[config.mk]
export PLATFORM = sky130hd
export DESIGN_NAME = card_glue_top
export DESIGN_NICKNAME = d
export VERILOG_FILES = /design/src/rtl/card_glue_pkg.sv /design/src/rtl/por_reset_gen.sv /design/src/rtl/status_leds.sv /design/src/rtl/bus_data_arbiter.sv /design/src/rtl/audio_mixer.sv /design/src/rtl/scanline_dimmer.sv /design/src/rtl/card_glue_top.sv
export SDC_FILE = /design/constraint.sdc
export NUM_CORES = 1
export LEC_CHECK = 0
export BUFFER_PORTS_ARGS = -buffer_cell sky130_fd_sc_hd__buf_2
export CORE_ASPECT_RATIO = 1.25
export CORE_MARGIN = 4
export CORE_UTILIZATION = 42
export DETAILED_ROUTE_END_ITERATION = 6
export GPL_TIMING_DRIVEN = 0
export PLACE_DENSITY = 0.72
export SLEW_MARGIN = 20
export SYNTH_ARGS = -nofsm -noshare
export SYNTH_HDL_FRONTEND = slang
export SYNTH_SLANG_ARGS = --single-unit
[constraint.sdc]
create_clock -name clk_logic_w -period 3.6 [get_ports clk_logic_w]
set_clock_uncertainty 0.05 [all_clocks]
set_input_delay 0.36 -clock clk_logic_w [delete_from_list [all_inputs] [get_ports clk_logic_w]]
set_output_delay 0.36 -clock clk_logic_w [all_outputs]
set_load 0.02 [all_outputs]
[src/rtl/card_glue_pkg.sv]
// shared vector typedefs and audio widening constants for the card glue logic
`default_nettype none

package card_glue_pkg;

    // ==============================
    // bus and video widths
    // ==============================

    // one byte on the apple ii data bus
    typedef logic [7:0] bus_data_t;

    typedef logic [7:0] color_t;      // single colour channel
    typedef logic [9:0] screen_y_t;   // line number from the video timing

    // ==============================
    // audio widths
    // ==============================

    // raw unsigned card audio, as the sprite card and mockingboard give it
    typedef logic [9:0] audio_src_t;

    // mixed sample handed on to the audio path
    typedef logic [15:0] audio_sample_t;

    // 10 bit sources land in a 13 bit space
    localparam int SRC_AUDIO_SHIFT = 3;

    // speaker is a single bit, placed at the top of the 13 bit space
    localparam int SPEAKER_SHIFT = 12;

    // three 13 bit terms summed stay well below 16 bits
    //   8184 + 8184 + 4096 = 20464

endpackage : card_glue_pkg

`default_nettype wire

[src/rtl/por_reset_gen.sv]
// power-on reset stretcher with a two-flop synchronized release
`timescale 1ns/1ps
`default_nettype none

module por_reset_gen #(
    parameter int RESET_CYCLES = 100   // clocks held after arst release
) (
    input  wire  clk_logic_w,
    input  wire  arst,
    output logic device_rst_o
);

    localparam int CNT_W = $clog2(RESET_CYCLES + 1);

    logic [1:0]       sync_r;    // release synchronizer
    logic [CNT_W-1:0] count_r;   // stretch counter

    // assert at once, release only after the synchronizer and the count
    always_ff @(posedge clk_logic_w or posedge arst) begin
        if (arst) begin
            sync_r       <= 2'b00;
            count_r      <= '0;
            device_rst_o <= 1'b1;
        end else begin
            sync_r <= {sync_r[0], 1'b1};   // shift in the release
            if (sync_r[1] && device_rst_o) begin
                // counting only once the release is clean
                if (count_r == CNT_W'(RESET_CYCLES - 1)) begin
                    device_rst_o <= 1'b0;   // done, hold low from here on
                end else begin
                    count_r <= count_r + 1'b1;
                end
            end
        end
    end

endmodule : por_reset_gen

`default_nettype wire

[src/rtl/status_leds.sv]
// heartbeat divider and phi1/q3 edge-activity counters for the status leds
`timescale 1ns/1ps
`default_nettype none

module status_leds #(
    parameter int HEARTBEAT_CYCLES = 10_000_000,   // clocks per heartbeat toggle
    parameter int ACTIVITY_BITS    = 11            // width of each edge counter
) (
    input  wire        clk_logic_w,
    input  wire        arst,
    input  wire        a2_phi1_i,
    input  wire        a2_q3_i,
    output logic [1:0] led_o,
    output logic [1:0] activity_o
);

    localparam int HB_W = $clog2(HEARTBEAT_CYCLES + 1);

    // ==============================
    // heartbeat
    // ==============================

    logic [HB_W-1:0] hb_cnt_r;
    logic            heartbeat_r;

    always_ff @(posedge clk_logic_w or posedge arst) begin
        if (arst) begin
            hb_cnt_r    <= '0;
            heartbeat_r <= 1'b0;
        end else if (hb_cnt_r == HB_W'(HEARTBEAT_CYCLES - 1)) begin
            hb_cnt_r    <= '0;
            heartbeat_r <= ~heartbeat_r;   // one toggle per period
        end else begin
            hb_cnt_r <= hb_cnt_r + 1'b1;
        end
    end

    // ==============================
    // bus clock activity
    // ==============================

    logic [1:0] bus_clk_w;   // bit 0 phi1, bit 1 q3
    logic [1:0] meta_r;      // first sync flop
    logic [1:0] sync_r;      // second sync flop
    logic [1:0] prev_r;      // last synced value, edge detect

    assign bus_clk_w = {a2_q3_i, a2_phi1_i};

    always_ff @(posedge clk_logic_w or posedge arst) begin
        if (arst) begin
            meta_r <= '0;
            sync_r <= '0;
            prev_r <= '0;
        end else begin
            meta_r <= bus_clk_w;   // async apple ii clocks
            sync_r <= meta_r;
            prev_r <= sync_r;
        end
    end

    // one counter per bus clock, same logic for both
    for (genvar i = 0; i < 2; i++) begin : g_activity
        logic [ACTIVITY_BITS-1:0] cnt_r;

        always_ff @(posedge clk_logic_w or posedge arst) begin
            if (arst) begin
                cnt_r <= '0;
            end else if (sync_r[i] && !prev_r[i]) begin
                cnt_r <= cnt_r + 1'b1;   // rising edge seen
            end
        end

        assign activity_o[i] = cnt_r[ACTIVITY_BITS-1];   // msb blinks slow enough to see
    end

    // led 0 active low heartbeat, led 1 shows phi1 activity as on the board
    assign led_o[0] = ~heartbeat_r;
    assign led_o[1] = activity_o[0];

endmodule : status_leds

`default_nettype wire

[src/rtl/bus_data_arbiter.sv]
// slot card read-data priority mux, bus direction and irq combine
`timescale 1ns/1ps
`default_nettype none

module bus_data_arbiter
    import card_glue_pkg::*;
#(
    parameter bit IRQ_OUT_ENABLE      = 1'b1,   // let cards pull the bus irq
    parameter bit BUS_DATA_OUT_ENABLE = 1'b1    // let the fpga drive the data bus
) (
    input  wire       ssc_rd_i,      // serial card read enable
    input  wire       ssp_rd_i,      // sprite card read enable
    input  wire       mb_rd_i,       // mockingboard read enable
    input  wire       bus_data_t ssc_data_i,
    input  wire       bus_data_t ssp_data_i,
    input  wire       bus_data_t mb_data_i,
    input  wire       ssc_irq_n_i,
    input  wire       ssp_irq_n_i,
    input  wire       mb_irq_n_i,
    output bus_data_t a2_d_o,
    output logic      a2_d_dir_o,
    output logic      a2_irq_n_o
);

    logic any_rd_w;   // some card is answering a read
    logic irq_n_w;    // wired-and of the card irqs

    // fixed priority, serial card first
    always_comb begin
        if (ssc_rd_i) begin
            a2_d_o = ssc_data_i;
        end else if (ssp_rd_i) begin
            a2_d_o = ssp_data_i;
        end else if (mb_rd_i) begin
            a2_d_o = mb_data_i;
        end else begin
            a2_d_o = '0;   // nobody reading, bus stays an input anyway
        end
    end

    assign any_rd_w = ssc_rd_i | ssp_rd_i | mb_rd_i;

    // 1 = fpga to apple ii
    assign a2_d_dir_o = any_rd_w & BUS_DATA_OUT_ENABLE;

    // any low irq pulls the line low
    assign irq_n_w    = ssc_irq_n_i & ssp_irq_n_i & mb_irq_n_i;
    assign a2_irq_n_o = IRQ_OUT_ENABLE ? irq_n_w : 1'b1;

endmodule : bus_data_arbiter

`default_nettype wire

[src/rtl/audio_mixer.sv]
// two-stage valid/ready pipeline that widens and sums the card audio sources
`timescale 1ns/1ps
`default_nettype none

module audio_mixer
    import card_glue_pkg::*;
#(
    parameter bit SPEAKER_ENABLE = 1'b0   // speaker on regardless of dip switch
) (
    input  wire           clk_logic_w,
    input  wire           arst,
    input  wire           speaker_i,        // 1-bit apple ii speaker
    input  wire           sw_speaker_n_i,   // dip switch, low = speaker on
    input  wire           audio_src_t ssp_audio_i,
    input  wire           audio_src_t mb_audio_l_i,
    input  wire           audio_src_t mb_audio_r_i,
    input  wire           audio_valid_i,
    output logic          audio_ready_o,
    output audio_sample_t mix_l_o,
    output audio_sample_t mix_r_o,
    output logic          mix_valid_o,
    input  wire           mix_ready_i
);

    localparam int WIDE_W = $bits(audio_src_t) + SRC_AUDIO_SHIFT;   // 13 bits

    logic              spk_on_w;   // speaker bit gated by its enable
    logic [WIDE_W-1:0] spk_w;
    logic              s1_ready_w;
    logic              s2_ready_w;

    // ==============================
    // stage 1 widen and gate
    // ==============================

    logic              s1_valid_r;
    logic [WIDE_W-1:0] s1_ssp_r;
    logic [WIDE_W-1:0] s1_mb_l_r;
    logic [WIDE_W-1:0] s1_mb_r_r;
    logic [WIDE_W-1:0] s1_spk_r;

    assign spk_on_w = speaker_i & (SPEAKER_ENABLE | ~sw_speaker_n_i);
    assign spk_w    = spk_on_w ? (WIDE_W'(1) << SPEAKER_SHIFT) : '0;

    // a stage takes new data when it is empty or its content moves on
    assign s2_ready_w    = ~mix_valid_o | mix_ready_i;
    assign s1_ready_w    = ~s1_valid_r | s2_ready_w;
    assign audio_ready_o = s1_ready_w;   // low only with both stages full

    always_ff @(posedge clk_logic_w or posedge arst) begin
        if (arst) begin
            s1_valid_r <= 1'b0;
        end else if (s1_ready_w) begin
            s1_valid_r <= audio_valid_i;
        end
    end

    always_ff @(posedge clk_logic_w) begin
        if (audio_valid_i && s1_ready_w) begin
            s1_ssp_r  <= WIDE_W'(ssp_audio_i) << SRC_AUDIO_SHIFT;
            s1_mb_l_r <= WIDE_W'(mb_audio_l_i) << SRC_AUDIO_SHIFT;
            s1_mb_r_r <= WIDE_W'(mb_audio_r_i) << SRC_AUDIO_SHIFT;
            s1_spk_r  <= spk_w;
        end
    end

    // ==============================
    // stage 2 sums
    // ==============================

    always_ff @(posedge clk_logic_w or posedge arst) begin
        if (arst) begin
            mix_valid_o <= 1'b0;
        end else if (s2_ready_w) begin
            mix_valid_o <= s1_valid_r;
        end
    end

    // zero extend first, the 16 bit sum has headroom
    always_ff @(posedge clk_logic_w) begin
        if (s1_valid_r && s2_ready_w) begin
            mix_l_o <= audio_sample_t'(s1_ssp_r) + audio_sample_t'(s1_mb_l_r)
                       + audio_sample_t'(s1_spk_r);
            mix_r_o <= audio_sample_t'(s1_ssp_r) + audio_sample_t'(s1_mb_r_r)
                       + audio_sample_t'(s1_spk_r);
        end
    end

endmodule : audio_mixer

`default_nettype wire

[src/rtl/scanline_dimmer.sv]
// registered pixel stage that halves the colour on odd screen lines
`timescale 1ns/1ps
`default_nettype none

module scanline_dimmer
    import card_glue_pkg::*;
#(
    parameter bit SCANLINES_ENABLE = 1'b0   // force scanlines on
) (
    input  wire    clk_logic_w,
    input  wire    arst,
    input  wire    sw_scanlines_n_i,   // dip switch, low = scanlines on
    input  wire    screen_y_t screen_y_i,
    input  wire    color_t r_i,
    input  wire    color_t g_i,
    input  wire    color_t b_i,
    output color_t r_o,
    output color_t g_o,
    output color_t b_o
);

    logic dim_w;   // this line gets darkened

    // half brightness, top bit cleared
    function automatic color_t halve(input color_t c);
        return {1'b0, c[$bits(color_t)-1:1]};
    endfunction

    assign dim_w = (SCANLINES_ENABLE | ~sw_scanlines_n_i) & screen_y_i[0];

    always_ff @(posedge clk_logic_w or posedge arst) begin
        if (arst) begin
            r_o <= '0;
            g_o <= '0;
            b_o <= '0;
        end else begin
            r_o <= dim_w ? halve(r_i) : r_i;
            g_o <= dim_w ? halve(g_i) : g_i;
            b_o <= dim_w ? halve(b_i) : b_i;
        end
    end

endmodule : scanline_dimmer

`default_nettype wire

[src/rtl/card_glue_top.sv]
// card glue top level, parameters and instances of reset, status, bus, audio and pixel logic
`timescale 1ns/1ps
`default_nettype none

module card_glue_top
    import card_glue_pkg::*;
#(
    parameter int RESET_CYCLES        = 100,
    parameter int HEARTBEAT_CYCLES    = 10_000_000,   // 0.5 s at the logic clock
    parameter int ACTIVITY_BITS       = 11,
    parameter bit IRQ_OUT_ENABLE      = 1'b1,
    parameter bit BUS_DATA_OUT_ENABLE = 1'b1,
    parameter bit SCANLINES_ENABLE    = 1'b0,
    parameter bit SPEAKER_ENABLE      = 1'b0
) (
    input  wire           clk_logic_w,
    input  wire           arst,
    // slot cards
    input  wire           ssc_rd_i,
    input  wire           ssp_rd_i,
    input  wire           mb_rd_i,
    input  wire           bus_data_t ssc_data_i,
    input  wire           bus_data_t ssp_data_i,
    input  wire           bus_data_t mb_data_i,
    input  wire           ssc_irq_n_i,
    input  wire           ssp_irq_n_i,
    input  wire           mb_irq_n_i,
    output bus_data_t     a2_d_o,
    output logic          a2_d_dir_o,
    output logic          a2_irq_n_o,
    // audio
    input  wire           speaker_i,
    input  wire           audio_src_t ssp_audio_i,
    input  wire           audio_src_t mb_audio_l_i,
    input  wire           audio_src_t mb_audio_r_i,
    input  wire           audio_valid_i,
    output logic          audio_ready_o,
    output audio_sample_t mix_l_o,
    output audio_sample_t mix_r_o,
    output logic          mix_valid_o,
    input  wire           mix_ready_i,
    // pixels
    input  wire           screen_y_t screen_y_i,
    input  wire           color_t r_i,
    input  wire           color_t g_i,
    input  wire           color_t b_i,
    output color_t        r_o,
    output color_t        g_o,
    output color_t        b_o,
    // board
    input  wire           a2_phi1_i,
    input  wire           a2_q3_i,
    input  wire    [1:0]  dip_switches_n_i,   // 0 scanlines, 1 speaker
    output logic   [1:0]  led_o,
    output logic   [1:0]  activity_o
);

    logic device_rst;   // stretched reset for everything below

    // ==============================
    // reset and status
    // ==============================

    por_reset_gen #(
        .RESET_CYCLES (RESET_CYCLES)
    ) u_por_reset_gen (
        .clk_logic_w  (clk_logic_w),
        .arst         (arst),
        .device_rst_o (device_rst)
    );

    status_leds #(
        .HEARTBEAT_CYCLES (HEARTBEAT_CYCLES),
        .ACTIVITY_BITS    (ACTIVITY_BITS)
    ) u_status_leds (
        .clk_logic_w (clk_logic_w),
        .arst        (device_rst),
        .a2_phi1_i   (a2_phi1_i),
        .a2_q3_i     (a2_q3_i),
        .led_o       (led_o),
        .activity_o  (activity_o)
    );

    // ==============================
    // apple ii bus
    // ==============================

    bus_data_arbiter #(
        .IRQ_OUT_ENABLE      (IRQ_OUT_ENABLE),
        .BUS_DATA_OUT_ENABLE (BUS_DATA_OUT_ENABLE)
    ) u_bus_data_arbiter (
        .ssc_rd_i    (ssc_rd_i),
        .ssp_rd_i    (ssp_rd_i),
        .mb_rd_i     (mb_rd_i),
        .ssc_data_i  (ssc_data_i),
        .ssp_data_i  (ssp_data_i),
        .mb_data_i   (mb_data_i),
        .ssc_irq_n_i (ssc_irq_n_i),
        .ssp_irq_n_i (ssp_irq_n_i),
        .mb_irq_n_i  (mb_irq_n_i),
        .a2_d_o      (a2_d_o),
        .a2_d_dir_o  (a2_d_dir_o),
        .a2_irq_n_o  (a2_irq_n_o)
    );

    // ==============================
    // audio and video
    // ==============================

    audio_mixer #(
        .SPEAKER_ENABLE (SPEAKER_ENABLE)
    ) u_audio_mixer (
        .clk_logic_w    (clk_logic_w),
        .arst           (device_rst),
        .speaker_i      (speaker_i),
        .sw_speaker_n_i (dip_switches_n_i[1]),
        .ssp_audio_i    (ssp_audio_i),
        .mb_audio_l_i   (mb_audio_l_i),
        .mb_audio_r_i   (mb_audio_r_i),
        .audio_valid_i  (audio_valid_i),
        .audio_ready_o  (audio_ready_o),
        .mix_l_o        (mix_l_o),
        .mix_r_o        (mix_r_o),
        .mix_valid_o    (mix_valid_o),
        .mix_ready_i    (mix_ready_i)
    );

    scanline_dimmer #(
        .SCANLINES_ENABLE (SCANLINES_ENABLE)
    ) u_scanline_dimmer (
        .clk_logic_w      (clk_logic_w),
        .arst             (device_rst),
        .sw_scanlines_n_i (dip_switches_n_i[0]),
        .screen_y_i       (screen_y_i),
        .r_i              (r_i),
        .g_i              (g_i),
        .b_i              (b_i),
        .r_o              (r_o),
        .g_o              (g_o),
        .b_o              (b_o)
    );

endmodule : card_glue_top

`default_nettype wire

==> impl_results.md <==
* Clk_lat worst skew at 0.42 ns
* Final setup viols at 0
* WS Path Type: reg2reg
* Clock power frac at 0.395
* Post-Route Setup TNS at 0 ns
* ANT cells at 0
* Status: complete, no violations
* Final Worst Setup Slack at between 0.1 and 0.15 ns
* Layout area overhead at 26.18%
* Ports at 175
* Pwr per Cell Area at around 520 nW/µm²
* Fin. Hold Viols at 0
* Hold Startpoint: mb_audio_r_i[1]
* Crit path cell chain: ha_1 -> fa_1 -> a21o_1 -> a2111oi_0 -> o21ai_0 -> a21o_1 -> ha_1
* Sw frac at 0.2609
* Worst VDD drop at 331.5 µV
* Drt first pass iters at 4
* Cell count of the worst hold path at 1
* Post-DR vias/cell at 5.084
* Pins Over Slew Limit at 0
* P_leak at 3.639 nW
* CTS tree: done
* Worst Reg-to-Reg Cells at 7
* Post-synth EDFFs at 55
* Post-synth ARST share at 0.6181
* #FFs+latches synth at 144
* Distinct cell type count of the synthesized netlist at 44
* Largest net degree at the start of global routing at 60
* Non-filler cells, final at 879
* Std-Cell Rows at 50
* Starting density of the core at 0.4286
* Internal power at roughly 3.1 mW
* Tcrit/Tclk final at 0.9626
* Fin area at 8087 µm²
* Fmax at 288.6 MHz
* YS warnings at 0
* Hold EP: u_audio_mixer.s1_mb_r_r[4]
* Worst-margin pin slew at 1.182 ns
* DRC viols at 0
* Worst rel slew slack at 0.1915
* Syn avg cell area at 12.89 µm²
* Reg clk slew, reported paths at 0.06 ns
* Post-Synth XOR/XNOR Area at 0.08337
* Gr ovfl total at 0
* Most common cell after layout, fill and taps aside: buf_2
* Logic gate share of total power at 0.138
* Die X at 118.5 µm
* Dominant synthesized flop cell: dfrtp_1
* Reg2reg end: u_audio_mixer.mix_l_o[13]
* Hold WS at ~0.067 ns
* Slowest-stage cell, CP: a2111oi_0
* Total Nets Final at 817
* Setup WS pre-CTS at 0.2499 ns
* Core area at 14950 µm²
* Critical Path End Type: flip-flop
* Share of layout cells above drive strength 1 at 0.3386
* GRT Util Overall at 0.1574
* Placement Cell Area at 7480 µm²
* Largest stage delay, worst path at 0.99 ns
* Sw Pwr at ~1.1 mW
* H-tree Lvls at 4
* Reg power frac at 0.467
* Sequential-to-total area share from yosys stat at 0.6054
* Hold Crit Class: in2reg
* First-pass GRT wire length at about 22000 µm
* Placed Cells at 844
* Post-CTS setup buffers at 0
* Post-synthesis cell count at 497
* Critical Path Start Type: flip-flop
* GP Congestion at approximately 0.84
* Largest family of logic cells by synthesized area: simple AND/OR/NAND/NOR gates
* Root buf cell: clkbuf_16
* Most frequent cells in the layout: 158 x buf_2, 88 x dfrtp_1, 55 x edfxtp_1
* CTS max path bufs at 2
* Initial drt markers at 235
* Num CTS Buffers at 17
* Post-synthesis compound-gate area fraction at 0.05857
* IO buf count at 157
* # clock sinks at 144
* Min Tclk post-route at ~3.5 ns
* Synth Area in Adders at 0.06091
* Worst EP arrival at between 3 and 4 ns
* RSZ-0062 raised after global routing: no
* Worst R2R Setup Slack at 0.13 ns
* Max cap viols at 0
* Initial antenna violation count at 0
* Die area at about 17000 µm²
* Number of global-route vias before repair at roughly 4800
* Post-Synth Simple-Gate Area at 0.1259
* Avg WL per Cell at around 15 µm
* Synth Cell Area at 6409 µm²
* WL final at about 13000 µm
* Vias at 4469
* Worst Path Required at 3.71 ns
* Final HPWL DP at just under 10000 µm
* R2R Path Start: u_audio_mixer.s1_ssp_r[3]
* Final antenna-violating net count at 0
* Multiplexer share of the synthesized area at 0.04217
* Critical Path Fanout Max at 3
* DIE HEIGHT at 146.1 µm
==> cell families (layout without fill, tap and decap cells) <==
kind of cell             after synthesis  in the layout
multiplexers                          24             24
AND/OR/NAND/NOR                      149            149
flip-flops                           144            144
XOR/XNOR                              61             61
adder cells (fa/ha/maj)               30             30
buffers and inverters                 27            220
AO/OA/AOI/OAI                         60             60
other                                  2              9
==> cell type report <==
type	instances	area (µm²)
fillers	1257	6865
repair buffers	161	843.3
flip-flops and latches	144	3880
clock inverters	12	96.34
inverters	8	32.53
plain buffers	19	113.9
clock buffers	20	478.0
multi-input cells	333	2415
well taps	182	227.7
==> registers in the layout, summed over array words and instances (netlist names), 7 cells and up <==
signal	cells
u_status_leds.g_activity.cnt_r	22
u_scanline_dimmer.b_o	8
u_por_reset_gen.count_r	7
u_audio_mixer.mix_r_o	12
u_status_leds.hb_cnt_r	24
u_audio_mixer.s1_ssp_r	10
u_audio_mixer.mix_l_o	12
u_scanline_dimmer.r_o	8
u_audio_mixer.s1_mb_r_r	10
u_audio_mixer.s1_mb_l_r	10
u_scanline_dimmer.g_o	8
==> Yosys cell counts (4+ instances only) <==
| library cell | instances | area, µm² |
|---|---|---|
| ha_1 | 28 | 350.3 |
| nor2_1 | 18 | 67.56 |
| o21ai_0 | 14 | 70.07 |
| mux2_2 | 24 | 270.3 |
| nand2_1 | 35 | 131.4 |
| nor4_1 | 4 | 25.02 |
| edfxtp_1 | 55 | 1652 |
| a21oi_1 | 19 | 95.09 |
| and3_1 | 15 | 93.84 |
| a22oi_1 | 7 | 52.55 |
| o2111ai_1 | 4 | 35.03 |
| dfrtp_1 | 88 | 2202 |
| nand3_1 | 21 | 105.1 |
| nand2b_1 | 4 | 25.02 |
| buf_4 | 11 | 82.58 |
| inv_1 | 8 | 30.03 |
| xor2_1 | 22 | 192.7 |
| a21o_1 | 6 | 45.04 |
| xnor2_1 | 39 | 341.6 |
| nor3_1 | 4 | 20.02 |
| nor2b_1 | 7 | 43.79 |
| clkbuf_1 | 7 | 26.28 |
| and2_1 | 10 | 62.56 |
| nand4_1 | 12 | 75.07 |
==> layer usage <==
| layer | global-route usage | vias to the layer above | wire length (µm) |
|---|---|---|---|
| met5 | 0 | - | 0 |
| met4 | 0.06493 | 0 | 296 |
| met3 | 0.04456 | 30 | 725 |
| met2 | 0.2821 | 145 | 7056 |
| met1 | 0.1754 | 2133 | 5174 |
| li1 | - | 2161 | - |
==> worst max-delay path, delay by kind of cell, from the launching register on <==
| family | cells | cell delay [ns] |
|---|---|---|
| AO/OA/AOI/OAI | 4 | 1.81 |
| adder cells (fa/ha/maj) | 3 | 0.94 |
| flip-flops | 1 | 0.41 |
==> what timing repair did <==
item,in CTS,in global routing
gates resized for setup,0,0
endpoints found under the hold margin,11,0
hold buffers,3,0
==> power groups by stage <==
stage	Clock [mW]	Combinational, mW	Sequential, mW
2_1_floorplan	0	0.305	2.06
3_3_place_gp	0	0.548	1.99
3_5_place_dp	0	0.580	2.00
4_1_cts	1.71	0.587	1.97
5_1_grt	1.78	0.645	1.99
6_report	1.67	0.581	1.97
==> worst max path at each step <==
| stage | from | to | slack (ns) | depth (start not counted) |
|---|---|---|---|---|
| floorplan | u_audio_mixer.s1_ssp_r[3] | u_audio_mixer.mix_l_o[13] | 0.86 | 7 |
| global placement | u_audio_mixer.s1_ssp_r[3] | u_audio_mixer.mix_l_o[13] | 0.27 | 7 |
| detailed placement | u_audio_mixer.s1_ssp_r[3] | u_audio_mixer.mix_r_o[13] | 0.25 | 7 |
| CTS | u_audio_mixer.s1_ssp_r[3] | u_audio_mixer.mix_r_o[13] | 0.18 | 7 |
| global route | u_audio_mixer.s1_ssp_r[3] | u_audio_mixer.mix_l_o[13] | 0.19 | 7 |
| finish | u_audio_mixer.s1_ssp_r[3] | u_audio_mixer.mix_l_o[13] | 0.13 | 7 |
==> stage by stage <==
stage | utilization | total power, mW
2_1_floorplan | - | 2.368
3_3_place_gp | 0.4982 | 2.542
3_5_place_dp | 0.5003 | 2.579
4_1_cts | 0.5407 | 4.265
5_1_grt | 0.5408 | 4.414
6_report | 0.5408 | 4.215
Power figures use the tool's default switching activity.
